==> src/logic/fetchPkg.sv <==
/*
  Shared definitions for the first fetch stage.
  Address width, bundle and slot geometry, and the control-instruction
  type encoding used by the BTB, the sequencer and the update path.
*/

package fetchPkg;

  // ------------------------------------------------------------------------
  // Address and bundle geometry
  // ------------------------------------------------------------------------
  localparam int PC_WIDTH     = 32;  // Every address in the front end
  localparam int FETCH_WIDTH  = 4;   // Slots per fetch bundle
  localparam int INST_BYTES   = 8;   // Bytes per slot
  localparam int BUNDLE_BYTES = 32;  // Sequential PC increment
  localparam int SLOT_BITS    = 2;   // Slot index sits in PC[4:3]

  // ------------------------------------------------------------------------
  // Control-instruction type, as stored in the BTB and sent with updates
  // ------------------------------------------------------------------------
  typedef enum logic [1:0] {
    RETURN = 2'd0,  // Target comes from the RAS
    CALL   = 2'd1,  // Pushes the return address
    JUMP   = 2'd2,  // Unconditional, direct or indirect
    COND   = 2'd3   // Direction from the bimodal counter
  } brType_t;

endpackage

==> src/logic/updateDecoder.sv <==
/*
  Steers one program-order branch update to the slot bank that owns it.
  The slot comes from PC[4:3]; counters train on COND only, and a
  not-taken COND leaves the BTB alone. Purely combinational.
*/

`timescale 1ns/1ps

module updateDecoder #(
  parameter int BTB_ENTRIES = 16
) (
  input  logic                              updateEn_i,
  input  logic [fetchPkg::PC_WIDTH-1:0]     updatePC_i,
  input  fetchPkg::brType_t                 updateType_i,
  input  logic                              updateDir_i,
  output logic [fetchPkg::FETCH_WIDTH-1:0]  btbWrEn_o,
  output logic [fetchPkg::FETCH_WIDTH-1:0]  ctrWrEn_o,
  output logic [$clog2(BTB_ENTRIES)-1:0]    wrIndex_o
);

  import fetchPkg::*;

  localparam int SLOT_LSB = $clog2(INST_BYTES);    // Lowest slot-index bit
  localparam int IDX_LSB  = $clog2(BUNDLE_BYTES);  // Bundle address starts here
  localparam int IDX_BITS = $clog2(BTB_ENTRIES);

  logic [SLOT_BITS-1:0] updSlot;   // Slot position of the updated branch
  logic                 isCond;
  logic                 btbWrite;  // Any bank gets a BTB write
  logic                 ctrWrite;  // Any bank gets a counter step

  assign updSlot  = updatePC_i[SLOT_LSB +: SLOT_BITS];
  assign isCond   = (updateType_i == COND);
  assign btbWrite = updateEn_i & (~isCond | updateDir_i);  // Skip not-taken COND
  assign ctrWrite = updateEn_i & isCond;                   // Only COND has a counter

  // One-hot decode of the owning slot
  always_comb begin
    for (int s = 0; s < FETCH_WIDTH; s++) begin
      btbWrEn_o[s] = btbWrite & (updSlot == SLOT_BITS'(s));
      ctrWrEn_o[s] = ctrWrite & (updSlot == SLOT_BITS'(s));
    end
  end

  assign wrIndex_o = updatePC_i[IDX_LSB +: IDX_BITS];  // Bundle-address index

endmodule

==> config.mk <==
export PLATFORM = sky130hd
export DESIGN_NAME = updateDecoder
export DESIGN_NICKNAME = d
export VERILOG_FILES = /design/src/logic/fetchPkg.sv /design/src/logic/updateDecoder.sv
export SDC_FILE = /design/constraint.sdc
export NUM_CORES = 1
export LEC_CHECK = 0
export BUFFER_PORTS_ARGS = -buffer_cell sky130_fd_sc_hd__buf_2
export CORE_AREA = 10 10 47 49
export DETAILED_ROUTE_END_ITERATION = 7
export DIE_AREA = 0 0 57 59
export MAX_ROUTING_LAYER = met4
export PLACE_DENSITY = 0.57
export SYNTH_ARGS = -nofsm -noshare
export SYNTH_HDL_FRONTEND = slang
export SYNTH_SLANG_ARGS = --single-unit
==> constraint.sdc <==
create_clock -name vclk -period 0.8
set_input_delay 0 -clock vclk [all_inputs]
set_output_delay 0 -clock vclk [all_outputs]
set_load 0.05 [all_outputs]
# After elaboration in Yosys (flattened, before gate mapping)
# Index checks and enable logic that the tools add are counted.
# Widths: inputs -> output; s select.
# word_totals
register_bits,0
in_bits,36
out_inout_bits,12
wordCells,17
# classes
eq_ne,4
bitwise_logic,12
reduce_logical,1
# ops
op,count
$and 1x1->1,10
$eq 2x2->1 const B,3
$eq 2x1->1 const B,1
$logic_not 2->1,1
$not 1->1,1
$or 1x1->1,1

# Longest topological paths before layout
# logic_depth
ltp_word,5
mapped_depth,2
ltp_nobuf,2

# Least setup slack after synthesis
# Ideal clock, no wire load.
# synth_path
path_kind,input to output
from,in updateDir_i
to,out btbWrEn_o[0] (netlist name)
arrival_ns,1.285
t_required_ns,0.800
path_slack_ns,-0.485
path_stages,2
n_path_buf,0
cell_sequence,and3b_4 > nor3_1
# synth_between
elab_chain_cells,3
# synth_rtl
item,line_no,text
from (decl),updateDecoder.sv:15,"input logic updateDir_i,"
$or 1x1->1,updateDecoder.sv:34,assign btbWrite = updateEn_i & (~isCond | updateDir_i);
$and 1x1->1,updateDecoder.sv:34,
$and 1x1->1,updateDecoder.sv:40,btbWrEn_o[s] = btbWrite & (updSlot == SLOT_BITS'(s));
to (decl),updateDecoder.sv:16,"output logic [fetchPkg::FETCH_WIDTH-1:0] btbWrEn_o,"
# No other way between the ends.

# Final worst setup path
# layout_path
from,in updateType_i[1]
to,out btbWrEn_o[3] (netlist name)
# layout_between
elab_chain_cells,5
# layout_rtl
item,line_no,text
from (decl),updateDecoder.sv:14,"input fetchPkg::brType_t updateType_i,"
$eq 2x2->1,updateDecoder.sv:33,assign isCond = (updateType_i == COND);
$not 1->1,updateDecoder.sv:34,
$or 1x1->1,updateDecoder.sv:34,
$and 1x1->1,updateDecoder.sv:34,
$and 1x1->1,updateDecoder.sv:40,
# No other way between the ends.

==> metrics.txt <==
leading area contributor after synthesis buf_4; Post-CTS Setup Bufs 0; GRT Overall Usage 2.35%; # IOs 48; # clk buffers 0; Reg area 0 um^2; max-slew violation count 0; Die Wd 57 um; GRT overflow 0; Die ar. 3360 um^2; DP Cell Count 43; CP most frequent cell buf_2; Worst setup SP type input pin; die extent in y 59 um; Vias 148; share of cells above drive strength 1 77.8%; fmax 1.31 GHz; Finish-stage setup viols 0; fin crit share 95.8%; core area 1400 um^2; port buffer count 14; P_leak 0.0000971 uW; # diodes 0; post-layout minimum cycle time 0.766 ns; initial core utilization 8.12%; power per cell area 548 nW/um^2; DRT iter0 DRCs 0; largest net degree at the start of global routing 8; Worst path slowest cell buf_2; DRC viols 0; Worst setup EP type output port; initial antenna violation count 0; First-pass DRT Iterations 1; crit-path max cell delay 0.28 ns; family with the most delay on the worst path buffers and inverters; Worst slew margin 83.5%; slew at the pin closest to its max-slew limit 0.247 ns; top cell type's share of synthesized area 26.4%; Final Hold Fails 0; worst path bufs/invs 2; worst hold stages 0; synthesized instance count 17; Worst Path Arrival 0.77 ns; first-pass GRT wire length 669 um; synth-to-layout area growth 75.8%; synth top area cells buf_4, nor3b_2, nor3_1; RSZ-0062 raised after global routing false; Avg Vias per Cell 3.44; fin util 14.3%; Pwr Total 110 uW; vias in the first global route 154; syn nets 53; routability cong. 0.635; Routed Antenna Nets 0; sequential cell count 0; sequential area share after synthesis 0%; Avg Cell Area, Syn 6.70 um^2; WS Path Type input pin to output port; Unique masters post-synth 8; Ys Warns 0; max-capacitance violation count 0; WL final 487 um; Final Net Count 65; Post-Syn Area 114 um^2; non-filler cells, final 43; hold-fix buffers at CTS 0; worst-path maximum fanout 4; Worst Hold End wrIndex_o[2]; Hold Path Class input pin to output port; CP Cell Sequence buf_2, and3b_4, nor3b_2, buf_2; status completed; Peak VDD IR 0.152 mV; hold_sp updatePC_i[7]; worst path required time 0.80 ns; Rows 14; Avg WL per Cell 11.3 um
repair_timing:
action                     in CTS  in global routing
cloned                          0                  0
setup endpoints to repair       1                  1
resized for setup               1                  1
layout make-up:
| class | instances | area (um^2) |
|---|---|---|
| fill | 166 | 1200 |
| multi-input combinational | 13 | 104 |
| timing repair buffer | 14 | 76.3 |
| tap | 16 | 20.0 |
cell usage after synthesis (all sizes together):
| cell | n |
|---|---|
| nor3b | 2 |
| nand2 | 2 |
| and3b | 1 |
| buf | 4 |
| nor2 | 2 |
| nand3 | 1 |
| nand2b | 1 |
| nor3 | 4 |
power breakdown:
group	switching, uW	internal (uW)
Sequential	0	0
Combinational	75.5	34.3
Clock	0	0
Total	75.5	34.3
how the worst max path moves through the flow:
stage                                from            to  slack [ns]  cells past startpoint
after global placement      updatePC_i[3]  btbWrEn_o[2]      -0.004                      4
after floorplan               updateDir_i  btbWrEn_o[2]       -0.09                      2
final                     updateType_i[1]  btbWrEn_o[3]        0.03                      4
after CTS                 updateType_i[1]  btbWrEn_o[3]        0.02                      4
after detailed placement    updatePC_i[3]  btbWrEn_o[2]      -0.002                      4
after global routing      updateType_i[1]  btbWrEn_o[3]       0.001                      4
placed cells by master (no fill, tap or decap):
master,n
nor3_2,4
nand2b_1,1
nand3_1,1
nor3b_2,2
buf_6,1
nand2_1,2
nor2_1,2
and3b_4,1
buf_2,13
kinds of logic (layout without fill, tap and decap cells):
kind of cell  after synthesis  in the layout  synth area share, %
simple gates               13             13                 73.6
buf+inv                     4             14                 26.4
stage by stage:
| stage | hold slack, ns | worst slack (ns) | area, um^2 | setup TNS [ns] |
|---|---|---|---|---|
| floorplan | 0.102 | -0.0852 | 134 | -0.403 |
| global placement | 0.000341 | -0.00416 | 194 | -0.00416 |
| detailed placement | 0.000341 | -0.00177 | 194 | -0.00177 |
| CTS | 0.000341 | 0.0218 | 196 | 0 |
| global route | 0.0000801 | 0.000954 | 200 | 0 |
| finish | 0.0000220 | 0.0338 | 200 | 0 |
layer usage:
metal,track usage (%),vias up,part of all wire [%]
met3,1.29,0,20
met2,1.40,19,24
li1,-,76,-
met1,4.50,53,56
met5,-,-,0
met4,0,0,0
No activity file was read; power rests on OpenSTA's default activity.
