File: config.mk
export PLATFORM = sky130hd
export DESIGN_NAME = returnStack
export DESIGN_NICKNAME = d
export VERILOG_FILES = /design/src/logic/fetchPkg.sv /design/src/logic/returnStack.sv
export SDC_FILE = /design/constraint.sdc
export NUM_CORES = 1
export LEC_CHECK = 0
export BUFFER_PORTS_ARGS = -buffer_cell sky130_fd_sc_hd__buf_2
export CAP_MARGIN = 10
export CORE_ASPECT_RATIO = 0.6
export CORE_MARGIN = 2
export CORE_UTILIZATION = 50
export CTS_CLUSTER_SIZE = 25
export DETAILED_ROUTE_END_ITERATION = 8
export PLACE_DENSITY = 0.69
export SYNTH_ARGS = -nofsm -noshare
export SYNTH_HDL_FRONTEND = slang
export SYNTH_SLANG_ARGS = --single-unit
export TNS_END_PERCENT = 20
File: constraint.sdc
create_clock -name clk -period 3.3 [get_ports clk]
set_input_delay 0.66 -clock clk [delete_from_list [all_inputs] [get_ports clk]]
set_output_delay 0.66 -clock clk [all_outputs]
set_load 0.01 [all_outputs]
File: src/logic/fetchPkg.sv
/*
  Shared definitions for the first fetch stage.
  Address width, bundle and slot geometry, and the control-instruction
  type encoding used by the BTB, the sequencer and the update path.
*/

package fetchPkg;

  // ------------------------------------------------------------------------
  // Address and bundle geometry
  // ------------------------------------------------------------------------
  localparam int PC_WIDTH     = 32;  // Every address in the front end
  localparam int FETCH_WIDTH  = 4;   // Slots per fetch bundle
  localparam int INST_BYTES   = 8;   // Bytes per slot
  localparam int BUNDLE_BYTES = 32;  // Sequential PC increment
  localparam int SLOT_BITS    = 2;   // Slot index sits in PC[4:3]

  // ------------------------------------------------------------------------
  // Control-instruction type, as stored in the BTB and sent with updates
  // ------------------------------------------------------------------------
  typedef enum logic [1:0] {
    RETURN = 2'd0,  // Target comes from the RAS
    CALL   = 2'd1,  // Pushes the return address
    JUMP   = 2'd2,  // Unconditional, direct or indirect
    COND   = 2'd3   // Direction from the bimodal counter
  } brType_t;

endpackage

File: src/logic/returnStack.sv
/*
  Circular return address stack. Push advances the top pointer and
  overwrites the oldest entry once full; pop only moves the pointer.
  A decode-time repair push beats a speculative push or pop.
*/

`timescale 1ns/1ps

module returnStack #(
  parameter int RAS_DEPTH = 8
) (
  input  logic                           clk,
  input  logic                           reset,
  input  logic                           push_i,
  input  logic                           pop_i,
  input  logic [fetchPkg::PC_WIDTH-1:0]  pushAddr_i,
  input  logic                           repairPush_i,
  input  logic [fetchPkg::PC_WIDTH-1:0]  repairAddr_i,
  output logic [fetchPkg::PC_WIDTH-1:0]  top_o
);

  import fetchPkg::*;

  localparam int PTR_BITS = $clog2(RAS_DEPTH);

  logic [PC_WIDTH-1:0] stackMem [RAS_DEPTH];
  logic [PTR_BITS-1:0] topPtr;     // Points at the current top entry
  logic [PTR_BITS-1:0] topPtrInc;  // Wraps at RAS_DEPTH
  logic [PTR_BITS-1:0] topPtrDec;
  logic                doPush;
  logic [PC_WIDTH-1:0] pushData;

  assign topPtrInc = topPtr + 1'b1;
  assign topPtrDec = topPtr - 1'b1;
  assign doPush    = repairPush_i | push_i;
  assign pushData  = repairPush_i ? repairAddr_i : pushAddr_i;  // Repair wins

  always_ff @(posedge clk) begin
    if (reset) begin
      topPtr <= '0;
      for (int i = 0; i < RAS_DEPTH; i++) begin
        stackMem[i] <= '0;  // Empty stack reads a top of 0
      end
    end else if (doPush) begin
      topPtr             <= topPtrInc;
      stackMem[topPtrInc] <= pushData;  // Oldest entry lost when full
    end else if (pop_i) begin
      topPtr <= topPtrDec;  // Underflow wraps, data stays stale
    end
  end

  assign top_o = stackMem[topPtr];

endmodule

Yosys cells after proc, flatten, opt, wreduce, memory -nomap -nowiden:

Memory sizes are Yosys's and may differ from the RTL's. A register that Yosys moved wholly into a read port is not among the register bits.
Index checks and enable logic that the tools add are counted.

* word-level logic and storage cells: 20
* memories kept: 1
* register bits: 3
* output and inout port bits: 32
* bits of input ports: 69
* RAM bits: 256

Memory list
* stackMem: depth 8, bits a word 32, read ports 1, clocked after memory_dff 1, wr ports 8, RTL line returnStack.sv:26 `logic [PC_WIDTH-1:0] stackMem [RAS_DEPTH];`

* reductions and logical operators: 2
* bitwise operators: 1
* multiplexer cells: 13
* add/subtract/negate cells: 2

Operator list (count)
* 32-bit 2-to-1 mux: 2
* 32-bit OR reduction: 1
* 3-bit 2-to-1 mux: 5
* 1-bit 2-to-1 mux: 6
* 3-bit by 1-bit adder with 3-bit output (second input constant): 1
* 3-bit by 1-bit subtractor with 3-bit output (second input constant): 1
* 2-bit nonzero test: 1
* 1-bit bitwise OR: 1

Longest topological paths before layout:

* depth in word-level cells: 6
* depth in mapped cells: 6

Least setup slack after synthesis:

OpenSTA, ideal clock, no wires.

* path type: input-to-reg
* start: input push_i
* end: memory stackMem[6][0] (enable)
* setup slack: 0.002 ns
* arrival time: 2.870 ns
* library setup time: 0.428 ns
* stages on the path: 4
* path through: clkbuf_1 clkbuf_1 o21ai_0 o21bai_1

RTL lines
* from (decl): RTL line returnStack.sv:14 `input logic push_i,`
* to (decl): RTL line returnStack.sv:26

==> results.txt <==
The total of flip-flops plus latches after synthesis is 262, and the fraction of layout instances using a drive strength above 1 is 25.6%. Data on the critical path is required at its endpoint by 2.64 ns. The count of final max-slew check failures is 0, and the post-CTS setup repair buffer count is 0. The xor and xnor area share after synthesis came out at 0.218%. End of the worst hold path: topPtr[0]. By area, the combinational part of the netlist is dominated by multiplexers.

Hold repair after CTS inserted 0 buffers. Setup repair after global routing left no endpoint under its margin. The number of filler instances in the final layout was 1838; the clock-pin slew of the registers on the worst-case setup and hold paths was 0.07 ns.

Multiplexer cells account for 16.4% of the synthesized area. The tools report the number of CTS-inserted buffers as 24. The final critical path takes up 92.3% of the cycle. TritonCTS built the clock tree. Summing the areas of all compound-gate instances in the mapped netlist gives 3.39% of the synthesized area. The beginning of the worst register-to-register path was topPtr[0]. Yosys printed 0 warnings. The tools report the post-layout utilization of the core as 59.1%. The highest cell delay on the worst timing path was 0.62 ns. The tools report the net count after synthesis as 912. Multi-input combinational cell area: 4050 um2.

The top-area cell type share of the netlist area works out to 63.7%. The count of final hold-check violations is 0. The clock latency reported for the late side of the worst-skew pair was 0.53 ns; the residual antenna-violating net count after detailed routing was 0. The cell count of the worst reg-to-reg path is 5, and the number of global-route vias before repair is 7369. After synthesis, the most frequently instantiated cells are sky130_fd_sc_hd__nor2_1 (260), sky130_fd_sc_hd__edfxtp_1 (256), sky130_fd_sc_hd__o21ai_0 (66). Post-detailed-route DRC marker count: 0. The worst pin sits at a relative slew slack of 49.4%.

The count of H-tree levels built during CTS was 1; the leakage dissipation was 5.21 nW. Dividing the detail-routed via count by the number of cells gives 5.81. In this run the clock root is driven by a sky130_fd_sc_hd__clkbuf_16.

The first routing iteration left 905 violations. The register-to-register setup slack was 0.71 ns; the first-pass iteration count of the detailed router was 5. The clock arrives with 0.0183 ns of skew. End of the worst register-to-register path: stackMem[4][15].

For this run, the post-layout net count is 1008. In this run, distinct cell masters in the synthesized netlist total 27. The sequential cell area fraction in the yosys report was 64.7%.

The path class of the tightest hold or removal check is input port to register. The run gives 43 as the number of core rows. For this configuration, the core starts out at a cell density of 51.5%. From left edge to right edge, the die measures 204 um. The cell type with the highest aggregate area in the netlist is sky130_fd_sc_hd__edfxtp_1. The detailed-route wire length per cell came out at 23.5 um. The area of the die was 25400 um2; the arithmetic-cell share of the synthesized area counting full adders, half adders and majority gates was 0.208%. The all-layer global routing usage came out at 24.0%.

Timing analysis after detailed placement gives a worst setup slack of 0.642 ns. The run gives 45.6 mm as the wire length of the first global-routing pass. The run gives 17.7 mm as the post-detailed-placement half-perimeter wirelength.

Summing every instance area after synthesis gives 12100 um2. Summed over all layers, the routed wires come to 29.9 mm. After synthesis, the cell types taking the most area are sky130_fd_sc_hd__edfxtp_1 (64%), sky130_fd_sc_hd__mux4_1 (8.7%), sky130_fd_sc_hd__nor2_1 (8.1%), sky130_fd_sc_hd__mux4_2 (4.5%), sky130_fd_sc_hd__mux2_2 (3.1%). Entering global routing, the biggest net connects 65 pins. Counting I/O delays and the setup requirement, the final critical path takes 3.04 ns.

The nature of the critical path endpoint is an output pin. At the end of routability-driven placement, the weighted congestion stood at 0.771. The worst hold path begins at reset. The tools report the core outline area as 23400 um2.

Traced cell by cell, the critical path runs through buf_12 -> mux4_1 -> mux2_2 -> buf_2. The routed layout has 7376 vias. For the pin with the worst max-slew slack, the measured transition is 0.759 ns. The run gives 2.38 ns as the endpoint arrival time on the critical path. The upper clock frequency limit was 328 MHz. After the flow finishes, the layout carries non-filler instances totaling 1270.

The flow ran to the end, and the final reports show no timing, DRC or antenna violations. The share of synthesized flip-flops with an asynchronous set or reset was 0%; the mean instance size in the synthesized netlist was 14.3 um2. Among all cell types in the netlist, the one instantiated most often is sky130_fd_sc_hd__nor2_1. After routing, the total negative slack on setup checks comes to 0 ns. The number of port buffers is 100, and the largest fanout on the critical path is 26.

Cell area power density: 591 nW/um2. Gates resized during post-CTS repair numbered 0. Max-cap violations in this run came to 0. The critical path class is register to output pin. For the aggregate global routing overflow, the log shows 0. Counting instances, the worst hold path has a depth of 2. The largest individual stage delay along the critical path comes from the cell sky130_fd_sc_hd__mux4_1. The fraction of the mapped netlist area in simple logic gates is 12.5%. STA classifies the critical path startpoint as a register.

The smallest setup slack after layout is 0.255 ns. Commonest register cell after synthesis: sky130_fd_sc_hd__edfxtp_1. The number of synthesized flops with an enable pin was 256; the area growth from synthesis to layout was 14.7%. The tools report the clock tree buffer depth as 3.

IR analysis of the VDD net gives a maximum drop of 0.439 mV. 101 I/O pins were placed. The y dimension of the die came out at 124 um. The storage element area was 7810 um2; the number of clock sinks was 262. Count of placed standard cells including taps: 1226. The instance count of the mapped netlist was 841; the number of antenna violations at the first check in global routing was 1. Setup violations remaining at the end of the flow were counted as 0.
## cells in the final DEF (no fill, tap or decap), drive strengths merged, types with 2 or more instances in the layout
| cell type | netlist | final |
|---|---|---|
| xnor2 | 2 | 2 |
| buf | 27 | 134 |
| nand2b | 2 | 2 |
| dfxtp | 6 | 6 |
| nand2 | 2 | 2 |
| and2 | 32 | 32 |
| inv | 2 | 2 |
| mux2 | 33 | 33 |
| nor2 | 260 | 260 |
| nor2b | 3 | 3 |
| o21bai | 8 | 8 |
| edfxtp | 256 | 256 |
| and3b | 32 | 32 |
| clkbuf | 37 | 31 |
| clkinv | 0 | 11 |
| ha | 2 | 2 |
| mux4 | 64 | 64 |
| o21ai | 66 | 66 |
## state kept, by name (all words and copies together) (netlist names), named ones only
register and count:
topPtr 3, stackMem 256
## through the flow
| stage | hold WS [ns] | instance area, um2 | power [W] |
|---|---|---|---|
| floorplan | 0.494 | 12100 | 0.00499 |
| global placement | 0.516 | 13100 | 0.00556 |
| detailed placement | 0.519 | 13100 | 0.00559 |
| CTS | 0.505 | 13800 | 0.00822 |
| global route | 0.541 | 13800 | 0.00844 |
| finish | 0.536 | 13800 | 0.00817 |
## worst max-delay path, delay by kind of cell (launching register included)
kind	cells	cell delay (ns)
flops	1	0.53
buf+inv	2	0.41
mux	2	0.91
## cells by family after synthesis
| group | count (synthesis) |
|---|---|
| XOR/XNOR | 3 |
| buffers and inverters | 66 |
| multiplexers | 98 |
| adder cells (fa/ha/maj) | 2 |
| AO/OA/AOI/OAI | 77 |
| flip-flops | 262 |
| AND/OR/NAND/NOR | 333 |
## routing by layer
layer,wire (um),GRT usage [%],share of wire [%],vias to the layer above
li1,-,-,-,3330
met1,13600,37.7,45,3678
met2,13400,36.0,45,332
met3,2490,3.79,8.3,36
met4,408,3.75,1.4,0
met5,0,0,0,-
## cell type report
type,instances,area share [%]
Inverter,2,0.0543
Timing Repair Buffer,134,6.01
Clock inverter,12,0.606
Sequential cell,262,56.5
Tap cell,315,2.85
Clock buffer,31,4.69
Multi-Input combinational cell,513,29.3
Antenna cell,1,0.0181
## worst max-delay path by stage
stage / to / slack [ns] / cells after the start
2_1_floorplan: stackMem[6][0] / 0.002 / 4
3_3_place_gp: stackMem[4][19] / 0.68 / 5
3_5_place_dp: stackMem[4][19] / 0.64 / 5
4_1_cts: top_o[20] / 0.22 / 4
5_1_grt: top_o[15] / 0.16 / 4
6_report: top_o[14] / 0.26 / 4
## power by group
group	switching, W	leakage [nW]	internal (W)
sequential	0.0000973	2.73	0.00398
clock	0.00120	0.370	0.00146
combinational	0.000883	2.12	0.000548
Note: power is estimated with default switching activity, not from simulation.
