===== src/logic/fetchPkg.sv =====
/*
  Shared definitions for the first fetch stage.
  Address width, bundle and slot geometry, and the control-instruction
  type encoding used by the BTB, the sequencer and the update path.
*/

package fetchPkg;

  // ------------------------------------------------------------------------
  // Address and bundle geometry
  // ------------------------------------------------------------------------
  localparam int PC_WIDTH     = 32;  // Every address in the front end
  localparam int FETCH_WIDTH  = 4;   // Slots per fetch bundle
  localparam int INST_BYTES   = 8;   // Bytes per slot
  localparam int BUNDLE_BYTES = 32;  // Sequential PC increment
  localparam int SLOT_BITS    = 2;   // Slot index sits in PC[4:3]

  // ------------------------------------------------------------------------
  // Control-instruction type, as stored in the BTB and sent with updates
  // ------------------------------------------------------------------------
  typedef enum logic [1:0] {
    RETURN = 2'd0,  // Target comes from the RAS
    CALL   = 2'd1,  // Pushes the return address
    JUMP   = 2'd2,  // Unconditional, direct or indirect
    COND   = 2'd3   // Direction from the bimodal counter
  } brType_t;

endpackage


===== src/logic/slotPredictor.sv =====
/*
  BTB bank and bimodal direction counters for one slot position.
  Lookup is combinational on the fetch PC's bundle address; updates
  write the entry or step the 2-bit counter at the clock edge.
*/

`timescale 1ns/1ps

module slotPredictor #(
  parameter int BTB_ENTRIES = 16
) (
  input  logic                            clk,
  input  logic                            reset,
  input  logic [fetchPkg::PC_WIDTH-1:0]   pc_i,
  input  logic                            btbWrEn_i,
  input  logic                            ctrWrEn_i,
  input  logic [$clog2(BTB_ENTRIES)-1:0]  wrIndex_i,
  input  logic [fetchPkg::PC_WIDTH-1:0]   updatePC_i,
  input  logic [fetchPkg::PC_WIDTH-1:0]   updateTarget_i,
  input  fetchPkg::brType_t               updateType_i,
  input  logic                            updateDir_i,
  output logic                            hit_o,
  output fetchPkg::brType_t               ctrlType_o,
  output logic [fetchPkg::PC_WIDTH-1:0]   target_o,
  output logic                            predTaken_o
);

  import fetchPkg::*;

  localparam int IDX_LSB  = $clog2(BUNDLE_BYTES);
  localparam int IDX_BITS = $clog2(BTB_ENTRIES);
  localparam int TAG_BITS = PC_WIDTH - IDX_LSB - IDX_BITS;  // Rest of bundle address

  // ------------------------------------------------------------------------
  // Storage
  // ------------------------------------------------------------------------
  logic                btbValid  [BTB_ENTRIES];
  logic [TAG_BITS-1:0] btbTag    [BTB_ENTRIES];
  brType_t             btbType   [BTB_ENTRIES];
  logic [PC_WIDTH-1:0] btbTarget [BTB_ENTRIES];
  logic [1:0]          dirCtr    [BTB_ENTRIES];  // 2-bit saturating, MSB = taken

  logic [IDX_BITS-1:0] rdIndex;
  logic [TAG_BITS-1:0] rdTag;
  logic [TAG_BITS-1:0] wrTag;

  assign rdIndex = pc_i[IDX_LSB +: IDX_BITS];
  assign rdTag   = pc_i[PC_WIDTH-1 -: TAG_BITS];
  assign wrTag   = updatePC_i[PC_WIDTH-1 -: TAG_BITS];

  // ------------------------------------------------------------------------
  // Lookup
  // ------------------------------------------------------------------------
  assign hit_o       = btbValid[rdIndex] & (btbTag[rdIndex] == rdTag);
  assign ctrlType_o  = btbType[rdIndex];
  assign target_o    = btbTarget[rdIndex];
  assign predTaken_o = dirCtr[rdIndex][1];

  // ------------------------------------------------------------------------
  // Training
  // ------------------------------------------------------------------------
  always_ff @(posedge clk) begin
    if (reset) begin
      for (int i = 0; i < BTB_ENTRIES; i++) begin
        btbValid[i] <= 1'b0;   // Empty BTB
        dirCtr[i]   <= 2'b01;  // Weakly not taken
      end
    end else begin
      if (btbWrEn_i) begin
        btbValid[wrIndex_i] <= 1'b1;
        btbTag[wrIndex_i]   <= wrTag;
        btbType[wrIndex_i]  <= updateType_i;
      end
      if (ctrWrEn_i) begin
        if (updateDir_i && dirCtr[wrIndex_i] != 2'b11) begin
          dirCtr[wrIndex_i] <= dirCtr[wrIndex_i] + 2'b01;  // Toward taken
        end else if (!updateDir_i && dirCtr[wrIndex_i] != 2'b00) begin
          dirCtr[wrIndex_i] <= dirCtr[wrIndex_i] - 2'b01;  // Toward not taken
        end
      end
    end
  end

  // Target is payload only
  always_ff @(posedge clk) begin
    if (btbWrEn_i) btbTarget[wrIndex_i] <= updateTarget_i;
  end

endmodule


===== config.mk =====
export PLATFORM = sky130hd
export DESIGN_NAME = slotPredictor
export DESIGN_NICKNAME = d
export VERILOG_FILES = /design/src/logic/fetchPkg.sv /design/src/logic/slotPredictor.sv
export SDC_FILE = /design/constraint.sdc
export NUM_CORES = 1
export LEC_CHECK = 0
export CAP_MARGIN = 20
export CORE_MARGIN = 2
export CORE_UTILIZATION = 45
export DETAILED_ROUTE_END_ITERATION = 6
export DONT_BUFFER_PORTS = 1
export PLACE_DENSITY = 0.7
export REMOVE_ABC_BUFFERS = 1
export SYNTH_ARGS = -nofsm -noshare
export SYNTH_HDL_FRONTEND = slang
export SYNTH_SLANG_ARGS = --single-unit
export TNS_END_PERCENT = 50

===== constraint.sdc =====
create_clock -name clk -period 6.25 [get_ports clk]
set_input_delay 1.5625 -clock clk [delete_from_list [all_inputs] [get_ports clk]]
set_output_delay 1.5625 -clock clk [all_outputs]
set_load 0.02 [all_outputs]

# [Word-level counts from Yosys, hierarchy flattened]
# Memory sizes are Yosys's and may differ from the RTL's.
# Index checks and enable logic that the tools add are counted.
[totals] reg_bits=0 mem_bits_rw=960 out_inout_bits=36 word_cells=39 memories=5
[op_classes] addsub=2 eq_ne=2 n_mux=22 bitwise_logic=2 n_reduce_logical=6
[mem_list] memory="btbTarget" depth=16 word_bits=32 rd=1 rd_clocked_by_memory_dff=0 wr=1 line="slotPredictor.sv:40" source="logic [PC_WIDTH-1:0] btbTarget [BTB_ENTRIES];"
[mem_list] memory="btbTag" depth=16 word_bits=23 rd=1 rd_clocked_by_memory_dff=0 wr=1 line="slotPredictor.sv:38" source="logic [TAG_BITS-1:0] btbTag [BTB_ENTRIES];"
[mem_list] memory="btbType" depth=16 word_bits=2 rd=1 rd_clocked_by_memory_dff=0 wr=1 line="slotPredictor.sv:39" source="brType_t btbType [BTB_ENTRIES];"
[mem_list] memory="dirCtr" depth=16 word_bits=2 rd=2 rd_clocked_by_memory_dff=0 wr=16 line="slotPredictor.sv:41" source="logic [1:0] dirCtr [BTB_ENTRIES];"
[mem_list] memory="btbValid" depth=16 word_bits=1 rd=1 rd_clocked_by_memory_dff=0 wr=16 line="slotPredictor.sv:37" source="logic btbValid [BTB_ENTRIES];"
[ops] op="23-bit equality test" count=1
[ops] op="1-bit 2-to-1 mux" count=18
[ops] op="4-bit 2-to-1 mux" count=2
[ops] op="2-bit 2-to-1 mux" count=2
[ops] op="2-bit by 1-bit adder with 2-bit output (second input constant)" count=1
[ops] op="1-bit logical AND" count=2
[ops] op="2-bit inequality test (second input constant)" count=1
[ops] op="2-bit nonzero test" count=1
[ops] op="2-bit OR reduction" count=1
[ops] op="2-bit by 1-bit subtractor with 2-bit output (second input constant)" count=1
[ops] op="1-bit AND" count=1
[ops] op="1-bit zero test" count=1
[ops] op="1-bit OR" count=1
[ops] op="1-bit OR reduction" count=1

# [Depth between registers and ports, before layout]
# An unclocked memory read counts as a cell.
[logic_depth] word_depth=11 ltp_mapped=12 ltp_nobuf=7

# [Least setup slack after synthesis]
# No wires, ideal clock.
[synth_path] path_kind="in2out" start="in pc_i[5] (netlist bit)" end="out hit_o" arrival_ps=4253 path_slack_ps=434 stages=10 path_buffers=4 path_cell_list="clkbuf_1 -> buf_6 -> buf_4 -> buf_2 -> mux4_2 -> mux2i_1 -> o32ai_1 -> o41ai_1 -> nand3_1 -> nor4_1"
[synth_via] elab_chain_cells=3
[synth_lines] item="from (decl)" line="slotPredictor.sv:14" source="input logic [fetchPkg::PC_WIDTH-1:0] pc_i,"
[synth_lines] item="memory read 16 x 23 bit"
[synth_lines] item="23-bit equality test" line="slotPredictor.sv:54" source="assign hit_o = btbValid[rdIndex] & (btbTag[rdIndex] == rdTag);"
[synth_lines] item="1-bit AND (*)" line="slotPredictor.sv:54"
[synth_lines] item="to (decl)" line="slotPredictor.sv:22" source="output logic hit_o,"
# Mark *: on every way between the ends. The rest lies on a longest branch, timed or not.

# [Worst setup path in the final report]
# Ends and elaborated chain as after synthesis.

==> flow_summary.json <==
{
  "first_iter_violations": 1817,
  "synth_area_leaders": "edfxtp_1 76%, mux4_2 17%, dfxtp_1 0.86%",
  "gr-usage-met2": 0.3049,
  "cts_hold_buf": 0,
  "whs_ps": 468.8,
  "rsz0062_at_grt": "false",
  "finalCritPeriodShare": 1.002,
  "io_pins": 143,
  "slew_headroom": 0.2938,
  "gp_congestion": 0.7918,
  "grt_max_degree": 238,
  "clock-skew-final_ps": 57.92,
  "synth_top_cell_area_share": 0.7609,
  "placed_area_sq_um": 38660,
  "met1_usage": 0.2450,
  "initial_core_util": 0.4544,
  "grt.busiest_layer": "met2",
  "tightest_slew_ps": 1057,
  "syn-cell-area_sq_um": 37250,
  "setup_violations": 1,
  "ir_worst_vdd_uv": 242.6,
  "antenna_left": 0,
  "cts_tree": "done",
  "crit_arrival_ps": 4700,
  "rows": 105,
  "cts_buffers": 96,
  "dp_hpwl_microns": 39960,
  "routed_via_density": 5.885,
  "leakage_nw": 12.86,
  "routed_wl_microns": 77830,
  "slew_violations": 0,
  "ys.flop_type": "edfxtp_1",
  "fin_nets": 1766,
  "finalSetupTns_ps": -14.97,
  "holdPathStages": 2,
  "postLayoutCellArea_sq_um": 41830,
  "path_class": "primary input to output pin",
  "start_kind": "primary input",
  "rrSetupSlack_ps": 3430,
  "synth_edf_count": 944,
  "diodes": 0,
  "ys_types": 47,
  "yosysWarnings": 0,
  "clock.fmax_mhz": 159.6,
  "syn_inst": 1614,
  "cp_max_fo": 237,
  "reg2regPathDepth": 6,
  "outcome": "finished, violations left",
  "yosysTopAreaCell": "edfxtp_1",
  "h-tree-depth": 3,
  "core-area_sq_um": 81980,
  "grt_first_pass_wirelength_microns": 114600,
  "cap_violations": 0,
  "gr-total-overflow": 0,
  "power_density_nw_per_um2": 319.9,
  "layout-drive-gt1-share": 0.2857,
  "worstSkewPairLatency_ps": 680,
  "dr.pass1.iters": 5,
  "grt_pass1_vias": 17331,
  "fin_ws_ps": -14.97,
  "gr-usage-met3": 0.04864,
  "cts_max_path_buffers": 3,
  "hold_path_class": "flip-flop to flip-flop",
  "synthToLayoutAreaGrowth_pct": 12.28,
  "total_power_mw": 13.38,
  "hold_viol": 0,
  "io_buffers": 0,
  "ys_async_sr_fraction": 0,
  "avgSynthCellArea_sq_um": 23.08,
  "route.detailed.drc": 0,
  "path_clk_slew_ps": 60,
  "routedWlPerCell_microns": 27.74,
  "die_area_sq_um": 85110,
  "clock_sinks": 960,
  "cts_setup_buffers": 0,
  "violations": "negative setup slack",
  "layout_min_cycle_time_ps": 6265,
  "critPathCaptureType": "output pin",
  "cts_root_buffer": "clkbuf_16",
  "ys_seq_area_frac": 0.7695,
  "track_usage": 0.1844,
  "required_ps": 4690,
  "antenna_found_initial": 0,
  "synth-seq-cells": 960,
  "dr_total_vias": 16512,
  "dieHeight_microns": 291.7,
  "final_common_cell": "edfxtp_1",
  "cts_resized": 0,
  "mostFrequentLayoutCells": "944 x edfxtp_1, 280 x mux4_2, 96 x clkbuf_16",
  "die_w_microns": 291.7
}
[final cells by class]
cell class / count / area [sq um]
Timing Repair Buffer: 35 / 282.8
Clock inverter: 56 / 670.6
Inverter: 2 / 7.507
Sequential cell: 960 / 28670
Tap cell: 1070 / 1339
Multi-Input combinational cell: 564 / 8374
Fill cell: 6240 / 40150
Clock buffer: 119 / 2489
[sequential cells by signal, summed over array words and instances, names as in the netlist]
name / cells
btbTag: 368
btbTarget: 512
btbType: 32
btbValid: 16
dirCtr: 32
[report_power, final]
group          switching, mW  internal, mW
combinational          0.215         0.266
clock                   2.42          3.28
sequential            0.0247          7.18
[cells in the mapped netlist, drive strengths merged, types with 10 or more instances]
master  number
mux2i       30
or2         14
nor2        76
xnor2       14
dfxtp       16
a21oi       11
edfxtp     944
xor2        14
mux4       285
clkbuf      39
nand3       10
nor3        21
nand2       12
buf         49
[path summary, 6_finish.rpt]
kind                        to           from
setup / recovery         hit_o        pc_i[5]
hold / removal     btbValid[9]    btbValid[9]
setup reg to reg  dirCtr[6][0]  dirCtr[14][0]
hold reg to reg    btbValid[9]    btbValid[9]
[metal layers]
layer  wire length, microns  share of wire
met4                   1483          0.019
met2                  39200           0.50
met3                   6725          0.086
met1                  30420           0.39
met5                      0              0
[logic make-up after synthesis]
group	Yosys count	synth area share
XOR/XNOR	28	0.006583
AO/OA/AOI/OAI	50	0.009136
AND/OR/NAND/NOR	168	0.02176
multiplexers	318	0.1818
buffers and inverters	90	0.01125
flip-flops	960	0.7695
[stage by stage]
step,cells,setup WS [ps],util
global route,2806,20.88,0.5103
CTS,2806,283.2,0.5102
floorplan,1526,956.2,-
detailed placement,2631,297.6,0.4716
global placement,2630,261.0,0.4713
finish,2806,-14.97,0.5103
[worst max-delay path, stage by stage]
cell,delay [ps]
mux4_2,790
mux4_2,500
xor2_1,150
nor4_1,340
nand4_1,350
nor4_2,350
buf_4,210
Power figures use the tool's default switching activity.
