[src/logic/fetchPkg.sv]
/*
  Shared definitions for the first fetch stage.
  Address width, bundle and slot geometry, and the control-instruction
  type encoding used by the BTB, the sequencer and the update path.
*/

package fetchPkg;

  // ------------------------------------------------------------------------
  // Address and bundle geometry
  // ------------------------------------------------------------------------
  localparam int PC_WIDTH     = 32;  // Every address in the front end
  localparam int FETCH_WIDTH  = 4;   // Slots per fetch bundle
  localparam int INST_BYTES   = 8;   // Bytes per slot
  localparam int BUNDLE_BYTES = 32;  // Sequential PC increment
  localparam int SLOT_BITS    = 2;   // Slot index sits in PC[4:3]

  // ------------------------------------------------------------------------
  // Control-instruction type, as stored in the BTB and sent with updates
  // ------------------------------------------------------------------------
  typedef enum logic [1:0] {
    RETURN = 2'd0,  // Target comes from the RAS
    CALL   = 2'd1,  // Pushes the return address
    JUMP   = 2'd2,  // Unconditional, direct or indirect
    COND   = 2'd3   // Direction from the bimodal counter
  } brType_t;

endpackage

[src/logic/pcSequencer.sv]
/*
  Fetch PC register and next-PC selection. Qualifies per-slot BTB hits
  with the direction counters, picks the lowest taken slot, and applies
  the fixed recovery priority. Also generates the RAS push and pop.
*/

`timescale 1ns/1ps

module pcSequencer (
  input  logic                                                  clk,
  input  logic                                                  reset,
  input  logic                                                  stall_i,
  input  logic                                                  recoverFlag_i,
  input  logic [fetchPkg::PC_WIDTH-1:0]                         recoverPC_i,
  input  logic                                                  exceptionFlag_i,
  input  logic [fetchPkg::PC_WIDTH-1:0]                         exceptionPC_i,
  input  logic                                                  flagRecoverEX_i,
  input  logic [fetchPkg::PC_WIDTH-1:0]                         targetEX_i,
  input  logic                                                  flagRecoverID_i,
  input  logic                                                  flagRtrID_i,
  input  logic [fetchPkg::PC_WIDTH-1:0]                         targetID_i,
  input  logic [fetchPkg::FETCH_WIDTH-1:0]                      hit_i,
  input  fetchPkg::brType_t [fetchPkg::FETCH_WIDTH-1:0]         ctrlType_i,
  input  logic [fetchPkg::FETCH_WIDTH-1:0][fetchPkg::PC_WIDTH-1:0] target_i,
  input  logic [fetchPkg::FETCH_WIDTH-1:0]                      predTaken_i,
  input  logic [fetchPkg::PC_WIDTH-1:0]                         rasTop_i,
  output logic                                                  push_o,
  output logic                                                  pop_o,
  output logic [fetchPkg::PC_WIDTH-1:0]                         pushAddr_o,
  output logic [fetchPkg::PC_WIDTH-1:0]                         pc_o
);

  import fetchPkg::*;

  logic [PC_WIDTH-1:0]    pcReg;
  logic [PC_WIDTH-1:0]    nextPC;
  logic [FETCH_WIDTH-1:0] slotTaken;    // Hit and predicted to redirect
  logic                   takenFound;
  brType_t                takenType;    // Type of the lowest taken slot
  logic [PC_WIDTH-1:0]    takenTarget;  // BTB target, or RAS top for a return
  logic [PC_WIDTH-1:0]    takenCallAddr;
  logic                   earlyRedirect;
  logic                   rasOpOk;

  // ------------------------------------------------------------------------
  // Slot qualification and lowest-slot select
  // ------------------------------------------------------------------------
  always_comb begin
    for (int s = 0; s < FETCH_WIDTH; s++) begin
      slotTaken[s] = hit_i[s] & ((ctrlType_i[s] != COND) | predTaken_i[s]);
    end
  end

  // Walk from the top slot down so the lowest taken slot wins
  always_comb begin
    takenFound    = 1'b0;
    takenType     = JUMP;
    takenTarget   = '0;
    takenCallAddr = '0;
    for (int s = FETCH_WIDTH - 1; s >= 0; s--) begin
      if (slotTaken[s]) begin
        takenFound    = 1'b1;
        takenType     = ctrlType_i[s];
        takenTarget   = (ctrlType_i[s] == RETURN) ? rasTop_i : target_i[s];
        takenCallAddr = pcReg + PC_WIDTH'(INST_BYTES * (s + 1));  // Slot after the call
      end
    end
  end

  // ------------------------------------------------------------------------
  // Next-PC priority encoder
  // ------------------------------------------------------------------------
  always_comb begin
    if (flagRecoverEX_i) begin
      nextPC = targetEX_i;  // Indirect mispredict from execute
    end else if (flagRecoverID_i) begin
      nextPC = flagRtrID_i ? rasTop_i : targetID_i;  // Decode-time fix
    end else if (takenFound) begin
      nextPC = takenTarget;
    end else begin
      nextPC = pcReg + PC_WIDTH'(BUNDLE_BYTES);  // Sequential bundle
    end
  end

  // RAS ops follow the prediction only when it is actually used
  assign earlyRedirect = flagRecoverEX_i | flagRecoverID_i;
  assign rasOpOk       = ~stall_i & ~earlyRedirect;
  assign push_o        = rasOpOk & takenFound & (takenType == CALL);
  assign pop_o         = rasOpOk & takenFound & (takenType == RETURN);
  assign pushAddr_o    = takenCallAddr;

  // ------------------------------------------------------------------------
  // PC register
  // ------------------------------------------------------------------------
  always_ff @(posedge clk) begin
    if (reset) begin
      pcReg <= '0;
    end else if (recoverFlag_i) begin
      pcReg <= recoverPC_i;  // Full pipeline recovery
    end else if (exceptionFlag_i) begin
      pcReg <= exceptionPC_i;
    end else if (flagRecoverEX_i || !stall_i) begin
      pcReg <= nextPC;  // EX redirect gets through a stall
    end
  end

  assign pc_o = pcReg;

endmodule

[config.mk]
export PLATFORM = sky130hd
export DESIGN_NAME = pcSequencer
export DESIGN_NICKNAME = d
export VERILOG_FILES = /design/src/logic/fetchPkg.sv /design/src/logic/pcSequencer.sv
export SDC_FILE = /design/constraint.sdc
export NUM_CORES = 1
export LEC_CHECK = 0
export ABC_CLOCK_PERIOD_IN_PS = 3100
export BUFFER_PORTS_ARGS = -buffer_cell sky130_fd_sc_hd__buf_4
export CAP_MARGIN = 20
export CELL_PAD_IN_SITES_DETAIL_PLACEMENT = 1
export CELL_PAD_IN_SITES_GLOBAL_PLACEMENT = 1
export CORE_MARGIN = 2
export CORE_UTILIZATION = 33
export DETAILED_ROUTE_END_ITERATION = 10
export MAX_ROUTING_LAYER = met4
export PLACE_DENSITY = 0.85
export SETUP_SLACK_MARGIN = 0.1
export SLEW_MARGIN = 0
export SYNTH_ARGS = -nofsm -noshare
export SYNTH_HDL_FRONTEND = slang
export SYNTH_SLANG_ARGS = --single-unit
[constraint.sdc]
create_clock -name clk -period 3.1 [get_ports clk]
set_clock_uncertainty 0.1 [all_clocks]
set_input_delay 0.31 -clock clk [delete_from_list [all_inputs] [get_ports clk]]
set_output_delay 0.31 -clock clk [all_outputs]
set_load 0.02 [all_outputs]
== Word-level counts from Yosys, hierarchy flattened ==
Index checks and enable logic that the tools add are counted.

* Add/subtract/negate cells: 4
* Equality and inequality tests: 5
* Muxes and demuxes: 27
* Bitwise gates (word level): 15
* Reductions and logical operators: 8

{| class="wikitable"
|+ Operators by type and width
! cell !! number
|-
| $mux 32 || 19
|-
| $add 32x5->32 const B || 2
|-
| $add 32x4->32 const B || 1
|-
| $add 32x6->32 const B || 1
|-
| $logic_not 2->1 || 5
|-
| $and 1x1->1 || 8
|-
| $mux 2 || 4
|-
| $ne 2x2->1 const B || 4
|-
| $or 1x1->1 || 5
|-
| $mux 1 || 4
|-
| $reduce_bool 3->1 || 1
|-
| $eq 2x1->1 const B || 1
|-
| $not 1->1 || 2
|-
| $logic_not 1->1 || 1
|-
| $logic_or 1x1->1 || 1
|}

* Register bits: 32
* Input bits: 312
* Output and inout port bits: 66
* Logic and storage cells: 60

== Depth between registers and ports, before layout ==
* Word-level depth: 13
* Depth in mapped cells: 9
* Mapped depth without buffers: 8

== Worst setup path before layout ==
OpenSTA, ideal clock, no wires.

* Path kind: register to output
* From: reg pcReg[5] (netlist: pc_o[5])
* To: out pushAddr_o[29] (netlist name)
* Data arrival time: 2.479 ns
* Data required time: 2.690 ns
* Slack: 0.211 ns
* Cell stages (with the launch flop): 9
* Path buffers: 1
* Cell sequence: dfxtp_1 -> ha_1 -> and4_1 -> and3_1 -> buf_2 -> nand3_1 -> or4_1 -> o21a_1 -> a32oi_1

* Word-level cells in the longest chain between the ends: 5
* Elaborated cells on any way between the ends: 8
* Classes of those cells: add/sub: 4; mux: 4

{| class="wikitable"
|+ Ends and longest elaborated chain
! what !! line !! source
|-
| from (decl) || pcSequencer.sv:35 || <nowiki>logic [PC_WIDTH-1:0] pcReg;</nowiki>
|-
| from (signal assigned) || pcSequencer.sv:99 || <nowiki>pcReg <= recoverPC_i;</nowiki>
|-
| from (signal assigned) || pcSequencer.sv:101 || <nowiki>pcReg <= exceptionPC_i;</nowiki>
|-
| from (signal assigned) || pcSequencer.sv:103 || <nowiki>pcReg <= nextPC;</nowiki>
|-
| $add 32x6->32 || pcSequencer.sv:65 || <nowiki>takenCallAddr = pcReg + PC_WIDTH'(INST_BYTES * (s + 1));</nowiki>
|-
| $mux 32 (3 in a row) || pcSequencer.sv:61 || <nowiki>if (slotTaken[s]) begin</nowiki>
|-
| $mux 32 (*) || pcSequencer.sv:61 ||
|-
| to (decl) || pcSequencer.sv:29 || <nowiki>output logic [fetchPkg::PC_WIDTH-1:0] pushAddr_o,</nowiki>
|}

Mark *: on every way between the ends. The rest lies on a longest branch, timed or not.

== Worst setup path in the final report ==
* From: reg pcReg[10] (netlist: pc_o[10])
* To: out pushAddr_o[22] (netlist name)

Same word-level chain as after synthesis.

==> flow_summary.ini <==
[floorplanning]
std_cell_rows = 57
die_area_um2 = 25800
fp.coreArea_um2 = 24200
die_h_um = 161
io-pin-count = 378
initial_utilization = 0.334
die_w_um = 161

[layout]
largest_register_ffs = 32
final_nets = 1944
layout-drive-gt1-share = 0.361
area_delta_synth_final_pct = 48.2

[placed_design]
pre_cts_ws_ns = 0.238
hpwl_um = 46400
place_congestion = 1.06
port_buffers = 377

[clock_network]
postCtsHoldBufs = 0
numCtsBuffers = 5
clock-sinks = 32
clockBufferDepth = 2
cts_root_buf = clkbuf_16
cts_max_level = 2
tritoncts = built
path_clk_slew_ns = 0.06
clk_latency_ns = 0.29

[yosys]
synth_edf_count = 0
ys_warn_count = 0
synthArstFlopShare = 0
syn_nets = 1563
synth_area_um2 = 8110
synth_top_area_frac = 0.0894
synth_top_area_cell = nand2_1
ys_seq_area_frac = 0.0790
ys_seq_elements = 32
avgSynthCellArea_um2 = 6.51
ys.flop_type = dfxtp_1
synthesis.instances = 1246
synthDistinctLibCells = 79
synth_area_leaders = nand2_1 8.9%, dfxtp_1 7.9%, o21ai_0 7.0%, o221ai_1 6.7%, a21oi_1 6.5%

[routing]
firstDrtPassIters = 6
vias_per_cell = 6.68
drc = 0
wl_per_cell_um = 29.2
drt_iter0_markers = 1728
final_antenna_net_count = 0
totalWireLength_um = 57200
vias = 13100

[sta]
layout_setup_ws_ns = 0.163
fin_crit_ns = 2.94
rsz0062_at_grt = true
slew_viol_final = 0
setup_violations = 0
hold_viol = 0
tns_ns = 0
clock.fmax_ghz = 0.341
worstMarginPinSlew_ns = 0.793
maxSlewHeadroom = 0.471
min_period_over_period = 0.947

[min_path]
hp-class = in -> reg

[grt]
grt_overflow_total = 0
grt_pass1_wl_um = 83500
antenna_found_initial = 4
grtUsageTotal = 0.436
first_global_vias = 13100
grt_max_degree = 52

[run_status]
outcome = completed

[critical_path]
worstSetupPathType = reg -> out
cp-start-kind = flop
worstPathArrival_ns = 2.53
path_max_fanout = 7
required_ns = 2.69
end_kind = primary output

[power_and_ir_drop]
ir_worst_vdd_uv = 189
p_per_area_nw_per_um2 = 252
p_leak_uw = 0.00511

[run]
maxCapViolations = 0
==> critical path: stages (launching register included) <==
cell and delay (ns):
dfxtp_1 0.52, nand2_1 0.31, nor4_4 0.28, buf_4 0.19, and2_0 0.31, o22ai_1 0.14
a221o_1 0.31, buf_4 0.16
==> final timing paths <==
check                               startpoint             end  slack, ns  cells after the start
worst max-delay path                  pc_o[10]  pushAddr_o[22]       0.16                      7
worst min-delay path            recoverPC_i[7]         pc_o[7]       0.21                      3
worst max register to register        pc_o[10]        pc_o[22]       0.54                      8
worst min register to register         pc_o[2]         pc_o[2]       0.49                      2
==> timing repair <==
item / in CTS / in global routing
resized for setup: 4 / 13
setup buffers: 2 / 0
setup endpoints to repair: 6 / 15
pin swaps: 1 / 0
==> synthesized netlist by cell type, drive strengths merged (17+ instances only) <==
library cell	number
a21boi	40
a21oi	105
a221oi	19
buf	51
clkbuf	80
dfxtp	32
inv	21
mux2	31
mux2i	49
nand2	193
nand3	29
nand4	37
nor2	74
o21ai	115
o221ai	62
o22ai	17
xnor2	23
xor2	21
==> per-stage QoR <==
stage | instance area [µm²] | hold slack (ns) | utilization | instances | total power [µW]
after floorplan | 8110 | 0.371 | - | 1246 | 1370
after global placement | 11700 | 0.456 | 0.484 | 1942 | 2350
after detailed placement | 11700 | 0.462 | 0.484 | 1942 | 2370
after CTS | 11900 | 0.216 | 0.492 | 1952 | 2960
after global routing | 12000 | 0.242 | 0.495 | 1956 | 3120
final | 12000 | 0.214 | 0.496 | 1957 | 3030
==> report_power, final <==
part | total (µW) | leakage [µW] | switching (µW) | internal [µW]
registers | 510 | 0.000267 | 62.4 | 448
logic | 1920 | 0.00476 | 1110 | 810
clock network | 599 | 0.0000809 | 220 | 379
total | 3030 | 0.00511 | 1390 | 1640
==> cell usage in the layout, fill, tap and decap left out, types with 31 or more instances in the layout <==
| master | instances |
|---|---|
| o221ai_1 | 62 |
| nand4_1 | 35 |
| a21boi_0 | 40 |
| nand2_1 | 193 |
| mux2_2 | 31 |
| nor2_1 | 71 |
| a21oi_1 | 104 |
| mux2i_1 | 48 |
| o21ai_0 | 114 |
| buf_4 | 504 |
==> logic make-up after synthesis <==
logic type	Yosys count	share of synthesized area
fa+ha+maj	5	0.00772
flops	32	0.0790
compound gates	517	0.437
mux	80	0.104
buf+inv	153	0.0799
simple gates	415	0.246
xor+xnor	44	0.0475
==> metal layers <==
layer	track usage	part of all wire	vias up	wire (µm)
li1	-	-	5552	-
met1	0.533	0.38	6366	22000
met2	0.689	0.45	918	25900
met3	0.0610	0.092	228	5250
met4	0.250	0.071	0	4050
met5	-	0	-	0
==> final cells by class <==
class / instances / area (µm²)
multi-input combinational: 1061 / 6910
timing repair buffer: 505 / 3800
antenna: 5 / 12.5
clock inverter: 2 / 35.0
tap: 324 / 405
sequential: 32 / 643
clock buffer: 6 / 129
fill: 3204 / 12200
inverter: 22 / 82.6
No activity file was read; power rests on OpenSTA's default activity.
